File: config.mk
export PLATFORM = sky130hd
export DESIGN_NAME = startup_ctrl
export DESIGN_NICKNAME = d
export VERILOG_FILES = /design/src/source/cam_video_pkg.sv /design/src/source/startup_ctrl.sv
export SDC_FILE = /design/constraint.sdc
export NUM_CORES = 1
export LEC_CHECK = 0
export ABC_AREA = 1
export ABC_CLOCK_PERIOD_IN_PS = 2040
export BUFFER_PORTS_ARGS = -buffer_cell sky130_fd_sc_hd__buf_2
export CELL_PAD_IN_SITES_DETAIL_PLACEMENT = 1
export CELL_PAD_IN_SITES_GLOBAL_PLACEMENT = 1
export CORE_MARGIN = 1.5
export CORE_UTILIZATION = 46
export DETAILED_ROUTE_END_ITERATION = 10
export PLACE_DENSITY_LB_ADDON = 0.12
export SLEW_MARGIN = 40
export SYNTH_ARGS = -nofsm -noshare
export SYNTH_HDL_FRONTEND = slang
export SYNTH_SLANG_ARGS = --single-unit
File: constraint.sdc
create_clock -name core_clk -period 2.04 [get_ports core_clk]
set_clock_uncertainty 0.05 [all_clocks]
set_input_delay 0.204 -clock core_clk [delete_from_list [all_inputs] [get_ports core_clk]]
set_output_delay 0.204 -clock core_clk [all_outputs]
set_load 0.01 [all_outputs]
File: src/source/cam_video_pkg.sv
package cam_video_pkg;

    ////////////////////
    // bus and pixel types
    ////////////////////
    typedef logic [7:0]  cam_byte_t;   // one camera bus byte
    typedef logic [15:0] rgb565_t;     // camera order {b5, g6, r5}
    typedef logic [7:0]  colour8_t;    // one output channel

    // line phase of the display timing
    typedef enum logic [1:0]
    {
        TS_ACTIVE      = 2'd0,         // visible pixels
        TS_FRONT_BLANK = 2'd1,
        TS_SYNC        = 2'd2,         // hs asserted
        TS_BACK_BLANK  = 2'd3
    } timing_state_t;

    ////////////////////
    // 720p defaults
    ////////////////////
    localparam int DEF_H_ACTIVE = 1280;
    localparam int DEF_H_FRONT  = 110;
    localparam int DEF_H_SYNC   = 40;
    localparam int DEF_H_BACK   = 220;
    localparam int DEF_V_ACTIVE = 720;
    localparam int DEF_V_FRONT  = 5;
    localparam int DEF_V_SYNC   = 5;
    localparam int DEF_V_BACK   = 20;

    localparam int DEF_FIFO_DEPTH       = 2048;       // pixels
    localparam int DEF_STARTUP_CYCLES   = 10000;      // power-on hold
    localparam int DEF_HEARTBEAT_CYCLES = 33000000;   // half period

endpackage

File: src/source/startup_ctrl.sv
module startup_ctrl
#(
    parameter int STARTUP_CYCLES   = cam_video_pkg::DEF_STARTUP_CYCLES,
    parameter int HEARTBEAT_CYCLES = cam_video_pkg::DEF_HEARTBEAT_CYCLES
)
(
    input  logic core_clk,
    input  logic arst_n_i,
    output logic startup_done_o,
    output logic heartbeat_o
);

    localparam int SW = $clog2(STARTUP_CYCLES + 1);
    localparam int BW = (HEARTBEAT_CYCLES > 1) ? $clog2(HEARTBEAT_CYCLES) : 1;

    logic [SW-1:0] delay_cnt;     // edges since reset release
    logic [BW-1:0] beat_cnt;
    logic          beat_tc;       // half period reached

    ////////////////////
    // power-on delay
    ////////////////////
    always_ff @(posedge core_clk or negedge arst_n_i)
    begin
        if (!arst_n_i)
            delay_cnt <= '0;
        else if (!startup_done_o)
            delay_cnt <= delay_cnt + 1'b1;                     // saturates at the limit
    end

    assign startup_done_o = (delay_cnt == SW'(STARTUP_CYCLES));

    ////////////////////
    // heartbeat
    ////////////////////
    assign beat_tc = (beat_cnt == BW'(HEARTBEAT_CYCLES - 1));

    always_ff @(posedge core_clk or negedge arst_n_i)
    begin
        if (!arst_n_i)
        begin
            beat_cnt    <= '0;
            heartbeat_o <= 1'b1;                               // lit while held back
        end
        else if (startup_done_o)
        begin
            beat_cnt <= beat_tc ? '0 : beat_cnt + 1'b1;
            if (beat_tc)
                heartbeat_o <= ~heartbeat_o;
        end
    end

endmodule

Yosys cells after proc, flatten, opt, wreduce, memory -nomap -nowiden
Index checks and enable logic that the tools add are counted.
{ "totals": {"n_memories": 0, "elab_cells": 10, "mem_bits_rw": 0, "reg_bits": 40, "latchBits": 0, "input_bits": 2, "rom_bits": 0} }
{ "op_classes": {"n_reduce_logical": 1, "n_bitwise": 1, "multipliers": 0, "shifts": 0, "add_sub_neg": 2, "mux": 1, "div": 0, "order_cmp": 0, "n_eq_ne": 2} }
{ "op_table": {"columns": ["operator", "count"], "rows": [
  ["25-bit by 1-bit adder with 25-bit output (second input constant)", 1],
  ["25-bit equality test (second input constant)", 1],
  ["25-bit two-way mux", 1],
  ["14-bit by 1-bit adder with 14-bit output (second input constant)", 1],
  ["14-bit equality test (second input constant)", 1],
  ["2-bit AND reduction", 1],
  ["1-bit NOT", 1]
]} }

Depth between registers and ports, before layout
Gate-level depths: netlist of the first run.
{ "depth": {"word_depth": 2, "depth_mapped": 11, "ltp_nobuf": 10} }

Worst setup path after synthesis of the first run
Ideal clock, no wire load.
{ "synth_path": {"kind": "register -> register", "from": "reg delay_cnt[0]", "to": "reg beat_cnt[7]", "t_arrival_ns": 1.436, "path_stages_with_launch": 10, "required_ns": 1.867, "n_path_buf": 1, "setup_slack_ns": 0.431, "setup_ns": 0.123, "cell_sequence": "dfrtp_1 > inv_1 > ha_1 > inv_1 > nor2_1 > nand3_2 > nor2_8 > buf_6 > nand3_1 > xor2_1"} }
{ "synth_between": {"elab_chain_cells": 1} }
{ "synth_rtl": {"columns": ["item", "line", "text"], "rows": [
  ["start: declaration", "startup_ctrl.sv:16", "logic [SW-1:0] delay_cnt;"],
  ["start signal: assignment", "startup_ctrl.sv:28", "delay_cnt <= delay_cnt + 1'b1;"],
  ["14-bit equality test", "startup_ctrl.sv:31", "assign startup_done_o = (delay_cnt == SW'(STARTUP_CYCLES));"],
  ["end signal: assignment", "startup_ctrl.sv:47", "beat_cnt <= beat_tc ? '0 : beat_cnt + 1'b1;"],
  ["end: declaration", "startup_ctrl.sv:17", "logic [BW-1:0] beat_cnt;"]
]} }
Every way passes these cells.
A chain may end at the register's enable or synchronous reset.

Worst setup path in the final report of the first run
{ "layout_path": {"from": "reg delay_cnt[0]", "to": "out startup_done_o"} }
{ "layout_between": {"elab_chain_cells": 1} }
{ "layout_rtl": {"columns": ["item", "line", "text"], "rows": [
  ["14-bit equality test", "startup_ctrl.sv:31", null],
  ["end: declaration", "startup_ctrl.sv:9", "output logic startup_done_o,"]
]} }
Every way passes these cells.

==> results of run 1 <==
-- synth_stat cells --
library cell  instances  area, um2
nand3_2               4       40.0
inv_1                44        165
nand2_2               1       6.26
xnor2_1               4       35.0
o21ai_0               1       5.00
a21o_1                1       7.51
buf_4                 1       7.51
nor2_8                1       20.0
nand4_1               9       56.3
nand3_1              30        150
buf_6                 1       11.3
xor2_1               19        166
buf_2                 3       15.0
nor2_2                1       6.26
nor2_4                2       22.5
nand3b_1              1       7.51
o22ai_1               1       6.26
inv_2                 3       11.3
nor3_1                8       40.0
dfrtp_1              39        976
o21ai_1               1       5.00
dfstp_2               1       26.3
nand2_1              91        342
ha_1                  3       37.5
nor2_1               73        274
a21oi_1               4       20.0
nand2b_1              1       6.26
-- registers in the layout (all words and copies together) (netlist names) --
signal / flops
beat_cnt: 25
delay_cnt: 14
heartbeat_o: 1
-- layout by cell type (no fill, tap or decap) --
| cell | count |
|---|---|
| nand2_1 | 91 |
| nor2_1 | 72 |
| inv_1 | 44 |
| dfrtp_1 | 39 |
| nand3_1 | 30 |
| xor2_1 | 19 |
| nand4_1 | 9 |
| buf_4 | 9 |
| nor3_1 | 8 |
| clkbuf_8 | 6 |
| nand3_2 | 4 |
| a21oi_1 | 4 |
| xnor2_1 | 4 |
| inv_2 | 3 |
| ha_1 | 3 |
| buf_2 | 3 |
| nor2_2 | 2 |
| nor2_4 | 2 |
| clkinv_2 | 2 |
| nand2_2 | 1 |
| nor2_8 | 1 |
| nand2b_1 | 1 |
| o21ai_0 | 1 |
| a21o_1 | 1 |
| o21ai_1 | 1 |
| o22ai_1 | 1 |
| nand3b_1 | 1 |
| dfstp_2 | 1 |
| dlygate4sd3_1 | 1 |
-- timing repair --
action | CTS | global route
pin swaps | 1 | 1
setup buffers | 1 | 3
gates resized for setup | 0 | 1
endpoints found under the hold margin | 39 | 0
endpoints found under the setup margin | 1 | 8
hold buffers | 1 | 0
-- power groups by stage --
stage               Sequential [mW]  Clock (mW)  Combinational (mW)
global placement              0.808           0              0.0185
floorplan                     0.808           0         0.000000598
detailed placement            0.808           0              0.0187
finish                        0.792       0.565              0.0188
CTS                           0.792       0.576              0.0201
global route                  0.792       0.603              0.0224
-- cells by family after synthesis --
kind of cell / after synthesis / share of synthesized area
AO/OA/AOI/OAI: 8 / 0.0178
XOR/XNOR: 23 / 0.0817
adder cells (fa/ha/maj): 3 / 0.0152
buffers and inverters: 52 / 0.0852
flip-flops: 40 / 0.406
AND/OR/NAND/NOR: 222 / 0.394
-- stage by stage --
step | instance area [um2] | power, mW | hold slack (ns) | cells
6_report | 2710 | 1.38 | 0.435 | 434
5_1_grt | 2710 | 1.42 | 0.488 | 434
4_1_cts | 2680 | 1.39 | 0.450 | 431
3_3_place_gp | 2570 | 0.826 | 0.247 | 421
2_1_floorplan | 2470 | 0.808 | -0.142 | 348
3_5_place_dp | 2570 | 0.827 | 0.251 | 421
-- layer usage --
metal	track usage	share of wire	vias to the layer above	wire, um
li1	-	-	1107	-
met1	0.289	0.46	1069	2810
met2	0.399	0.49	29	3000
met3	0.0395	0.035	11	216
met4	0.0630	0.017	0	102
met5	0	0	-	0
-- area by class of cell --
class | instances | area share
Tap cell | 70 | 0.0323
Clock buffer | 6 | 0.0305
Multi-Input combinational cell | 256 | 0.464
Inverter | 47 | 0.0652
Sequential cell | 40 | 0.370
Timing Repair Buffer | 13 | 0.0342
Clock inverter | 2 | 0.00370
-- critical path: cells and delay by family, from the launching register on --
family	cells	cell delay, ns
flip-flops	1	0.41
buffers and inverters	3	0.30
AND/OR/NAND/NOR	3	0.41
adder cells (fa/ha/maj)	1	0.18
-- worst min path at each step --
stage | endpoint | cells after the start | slack (ns) | start
4_1_cts | heartbeat_o | 2 | 0.45 | heartbeat_o
3_5_place_dp | beat_cnt[5] | 2 | 0.25 | arst_n_i
6_report | beat_cnt[1] | 3 | 0.44 | arst_n_i
3_3_place_gp | beat_cnt[4] | 2 | 0.25 | arst_n_i
2_1_floorplan | beat_cnt[0] | 0 | -0.14 | arst_n_i
5_1_grt | heartbeat_o | 2 | 0.49 | heartbeat_o
==> results.sh, run 1 <==
export IMPL_status="finished clean"
export IMPL_path_class="flop to primary output"
export IMPL_rrSetupSlack_ns=0.21
export IMPL_maxCapViolations=0
export IMPL_hpwl_um=4610
export IMPL_fp_dieArea_um2=5810
export IMPL_grt_pass1_vias=2261
export IMPL_worstMarginPinSlew_ns=0.522
export IMPL_filler_cell_count=709
export IMPL_fp_row_count=26
export IMPL_max_stage_delay_ns=0.41
export IMPL_clkSlewWorstSetupHoldPaths_ns=0.08
export IMPL_n_antenna_cell=0
export IMPL_via_per_inst=5.11
export IMPL_synthDistinctLibCells=27
export IMPL_grt_overflow_total=0
export IMPL_io_buffers=3
export IMPL_critPathLaunchType="flop"
export IMPL_multi_input_area_um2=1260
export IMPL_hp_class="primary input to asynchronous set/reset pin"
export IMPL_power_density_nw_per_um2=508
export IMPL_cp_slowest_cell="dfrtp_1"
export IMPL_synth_seq_cells=40
export IMPL_wl_per_cell_um=14.1
export IMPL_cp_max_fo=3
export IMPL_crit_chain="inv_1 -> ha_1 -> inv_1 -> nor2_2 -> nand3_1 -> nor2_4 -> buf_2"
export IMPL_antenna_found_initial=0
export IMPL_cts_buffers=5
export IMPL_grt_pass1_wl_um=10600
export IMPL_final_util=0.527
export IMPL_leakage_nw=1.23
export IMPL_clkLatencyLatePin_ns=0.30
export IMPL_endpoint_kind="primary output"
export IMPL_totalWireLength_um=6130
export IMPL_cts_tree="done"
export IMPL_route_detailed_drc=0
export IMPL_drtAntennaViolNets=0
export IMPL_avgSynthCellArea_um2=7.09
export IMPL_final_nets=368
export IMPL_critical_path_required_ns=1.79
export IMPL_seqCellArea_um2=1000
export IMPL_min_period_over_period=0.913
export IMPL_ir_drop_mv=0.265
export IMPL_pwr_share_comb=0.014
export IMPL_die_y_um=76.2
export IMPL_grtUsageTotal=0.228
export IMPL_cts_max_path_buffers=2
export IMPL_yosysSeqAreaShare=0.406
export IMPL_r2r_end="beat_cnt[21]"
export IMPL_switching_share=0.225
export IMPL_crit_end="startup_done_o"
export IMPL_max_freq_ghz=0.537
export IMPL_pre_cts_slack_ns=0.119
export IMPL_grt_start_max_net_pins=41
export IMPL_globalplace_congestion=0.834
export IMPL_vias=2216
export IMPL_intPower_mw=1.07
export IMPL_ys_warn_count=0
export IMPL_drive_gt1_frac=0.0934
export IMPL_h_tree_depth=2
export IMPL_maxSlewViolCount=0
export IMPL_drt_iter0_markers=101
export IMPL_die_w_um=76.2
export IMPL_pwr_share_clk=0.411
export IMPL_r2r_start="beat_cnt[1]"
export IMPL_arrival_ns=1.61
export IMPL_syn_nets=353
export IMPL_core_um2=5140
export IMPL_cts_root_buf="clkbuf_8"
export IMPL_synthCells=348
export IMPL_finalSetupTns_ns=0
export IMPL_setup_ws_ns=0.178
export IMPL_min_period_ns=1.86
export IMPL_syn_area_um2=2470
export IMPL_io_pins=4
export IMPL_final_setup_viol_count=0
export IMPL_worstSetupStartpoint="delay_cnt[0]"
export IMPL_rsz0062_at_grt="false"
export IMPL_area_growth_pct=9.79
export IMPL_seqPwrFrac=0.576
export IMPL_p_switching_mw=0.310
export IMPL_cts_sinks=40
export IMPL_relSlewSlack=0.652
export IMPL_reg2reg_depth=8
export IMPL_dr_pass1_iters=4
export IMPL_hold_viol=0
export IMPL_start_util=0.480
export IMPL_cp_common_cell="inv_1"
(Power assumes the default switching activity.)
==> run 2: changes to the inputs <==
Settings changed: GPL_TIMING_DRIVEN from default to 0.
==> results.sh, run 2 (synthesis results as in run 1) <==
export IMPL_status="finished clean"
export IMPL_leakage_nw=1.22
export IMPL_min_period_ns=1.95
export IMPL_worstMarginPinSlew_ns=0.519
export IMPL_cts_root_buf="clkbuf_8"
export IMPL_ir_drop_mv=0.245
export IMPL_filler_cell_count=704
export IMPL_grt_pass1_wl_um=11300
export IMPL_hpwl_um=4650
export IMPL_cts_sinks=40
export IMPL_io_pins=4
export IMPL_die_y_um=76.2
export IMPL_final_util=0.527
export IMPL_path_delay_family="simple AND/OR/NAND/NOR gates"
export IMPL_path_class="flop to primary output"
export IMPL_grt_pass1_vias=2342
export IMPL_antenna_found_initial=0
export IMPL_cp_common_cell="inv_1"
export IMPL_h_tree_depth=2
export IMPL_min_period_over_period=0.956
export IMPL_seqCellArea_um2=1000
export IMPL_use_met3=0.0371
export IMPL_hp_class="primary input to asynchronous set/reset pin"
export IMPL_worst_path_buf_inv=3
export IMPL_gr_usage_met2=0.432
export IMPL_route_detailed_drc=0
export IMPL_reg_top3="beat_cnt x25, delay_cnt x14, heartbeat_o x1"
export IMPL_maxCapViolations=0
export IMPL_dr_pass1_iters=4
export IMPL_area_growth_pct=9.84
export IMPL_die_w_um=76.2
export IMPL_critPathLaunchType="flop"
export IMPL_wl_per_cell_um=14.8
export IMPL_cts_buffers=5
export IMPL_power_density_nw_per_um2=540
export IMPL_max_freq_ghz=0.513
export IMPL_drive_gt1_frac=0.0914
export IMPL_fp_row_count=26
export IMPL_vias=2171
export IMPL_layout_commonest_cell="nand2_1"
export IMPL_finalSetupTns_ns=0
export IMPL_n_antenna_cell=0
export IMPL_multi_input_area_um2=1270
export IMPL_cp_slowest_cell="dfrtp_1"
export IMPL_final_nets=365
export IMPL_arrival_ns=1.70
export IMPL_whs_ns=0.381
export IMPL_layout_common_cells="90 x nand2_1, 72 x nor2_1, 44 x inv_1, 39 x dfrtp_1, 29 x nand3_1"
export IMPL_grt_overflow_total=0
export IMPL_met1_usage=0.315
export IMPL_max_stage_delay_ns=0.41
export IMPL_io_buffers=3
export IMPL_endpoint_kind="primary output"
export IMPL_largest_register_ffs=25
export IMPL_core_um2=5140
export IMPL_top_register="beat_cnt"
export IMPL_crit_chain="inv_1 -> ha_2 -> inv_1 -> nor2_2 -> nand3_2 -> nor2_4 -> buf_2"
export IMPL_cts_max_path_buffers=2
export IMPL_totalWireLength_um=6390
export IMPL_grt_busiest_layer="met2"
export IMPL_drt_iter0_markers=86
export IMPL_grtUsageTotal=0.248
export IMPL_grt_start_max_net_pins=41
export IMPL_relSlewSlack=0.654
export IMPL_final_setup_viol_count=0
export IMPL_hold_viol=0
export IMPL_clkSlewWorstSetupHoldPaths_ns=0.08
export IMPL_rsz0062_at_grt="false"
export IMPL_maxSlewViolCount=0
export IMPL_clkLatencyLatePin_ns=0.30
export IMPL_via_per_inst=5.04
export IMPL_cts_tree="done"
export IMPL_critical_path_required_ns=1.79
export IMPL_fp_dieArea_um2=5810
export IMPL_start_util=0.480
export IMPL_drtAntennaViolNets=0
export IMPL_globalplace_congestion=0.829
export IMPL_cp_max_fo=5
[run 2: cell count changes in the layout (fill, tap and decap cells not counted), sizes merged]
cell and delta:
buf -3, bufinv +1, clkinv -1
[run 2: through the flow]
step	setup slack [ns]	power (mW)	instances	area [um2]
6_report	0.0891	1.46	431	2710
5_1_grt	0.0246	1.51	431	2710
4_1_cts	0.0189	1.48	431	2700
3_5_place_dp	0.105	0.826	421	2570
3_3_place_gp	0.192	0.825	421	2570
2_1_floorplan	0.431	0.808	348	2470
[run 2: final cells by class]
cell class	instances	share of cell area
Buffer	5	0.0125
Clock buffer	6	0.0268
Clock inverter	2	0.0129
Inverter	47	0.0651
Multi-Input combinational cell	256	0.467
Sequential cell	40	0.370
Tap cell	70	0.0323
Timing Repair Buffer	5	0.0129
[run 2: final timing paths]
check	from	endpoint	slack, ns	cells past startpoint
hold reg to reg	heartbeat_o	heartbeat_o	0.44	2
setup / recovery	delay_cnt[0]	startup_done_o	0.09	7
hold / removal	arst_n_i	beat_cnt[4]	0.38	2
min in group core_clk	heartbeat_o	heartbeat_o	0.44	2
setup reg to reg	delay_cnt[0]	beat_cnt[9]	0.11	10
max in group asynchronous	arst_n_i	heartbeat_o	1.19	2
[run 2: power breakdown]
part	total [mW]	internal (mW)	leakage, nW	switching [mW]
Clock	0.652	0.363	0.0552	0.289
Combinational	0.0181	0.00253	0.623	0.0155
Sequential	0.792	0.792	0.541	0
[run 2: what timing repair did]
action,in CTS,in global routing
pin swaps,1,1
setup endpoints to repair,1,14
resized for setup,1,3
endpoints found under the hold margin,39,0
hold buffers,1,0
buffers inserted,1,0
gates cloned,0,0
[run 2: layer usage]
metal  vias to the layer above  wire length [um]
met5                         -                 0
met4                         0               129
met3                        10               182
met2                        28              3210
met1                      1039              2870
li1                       1094                 -
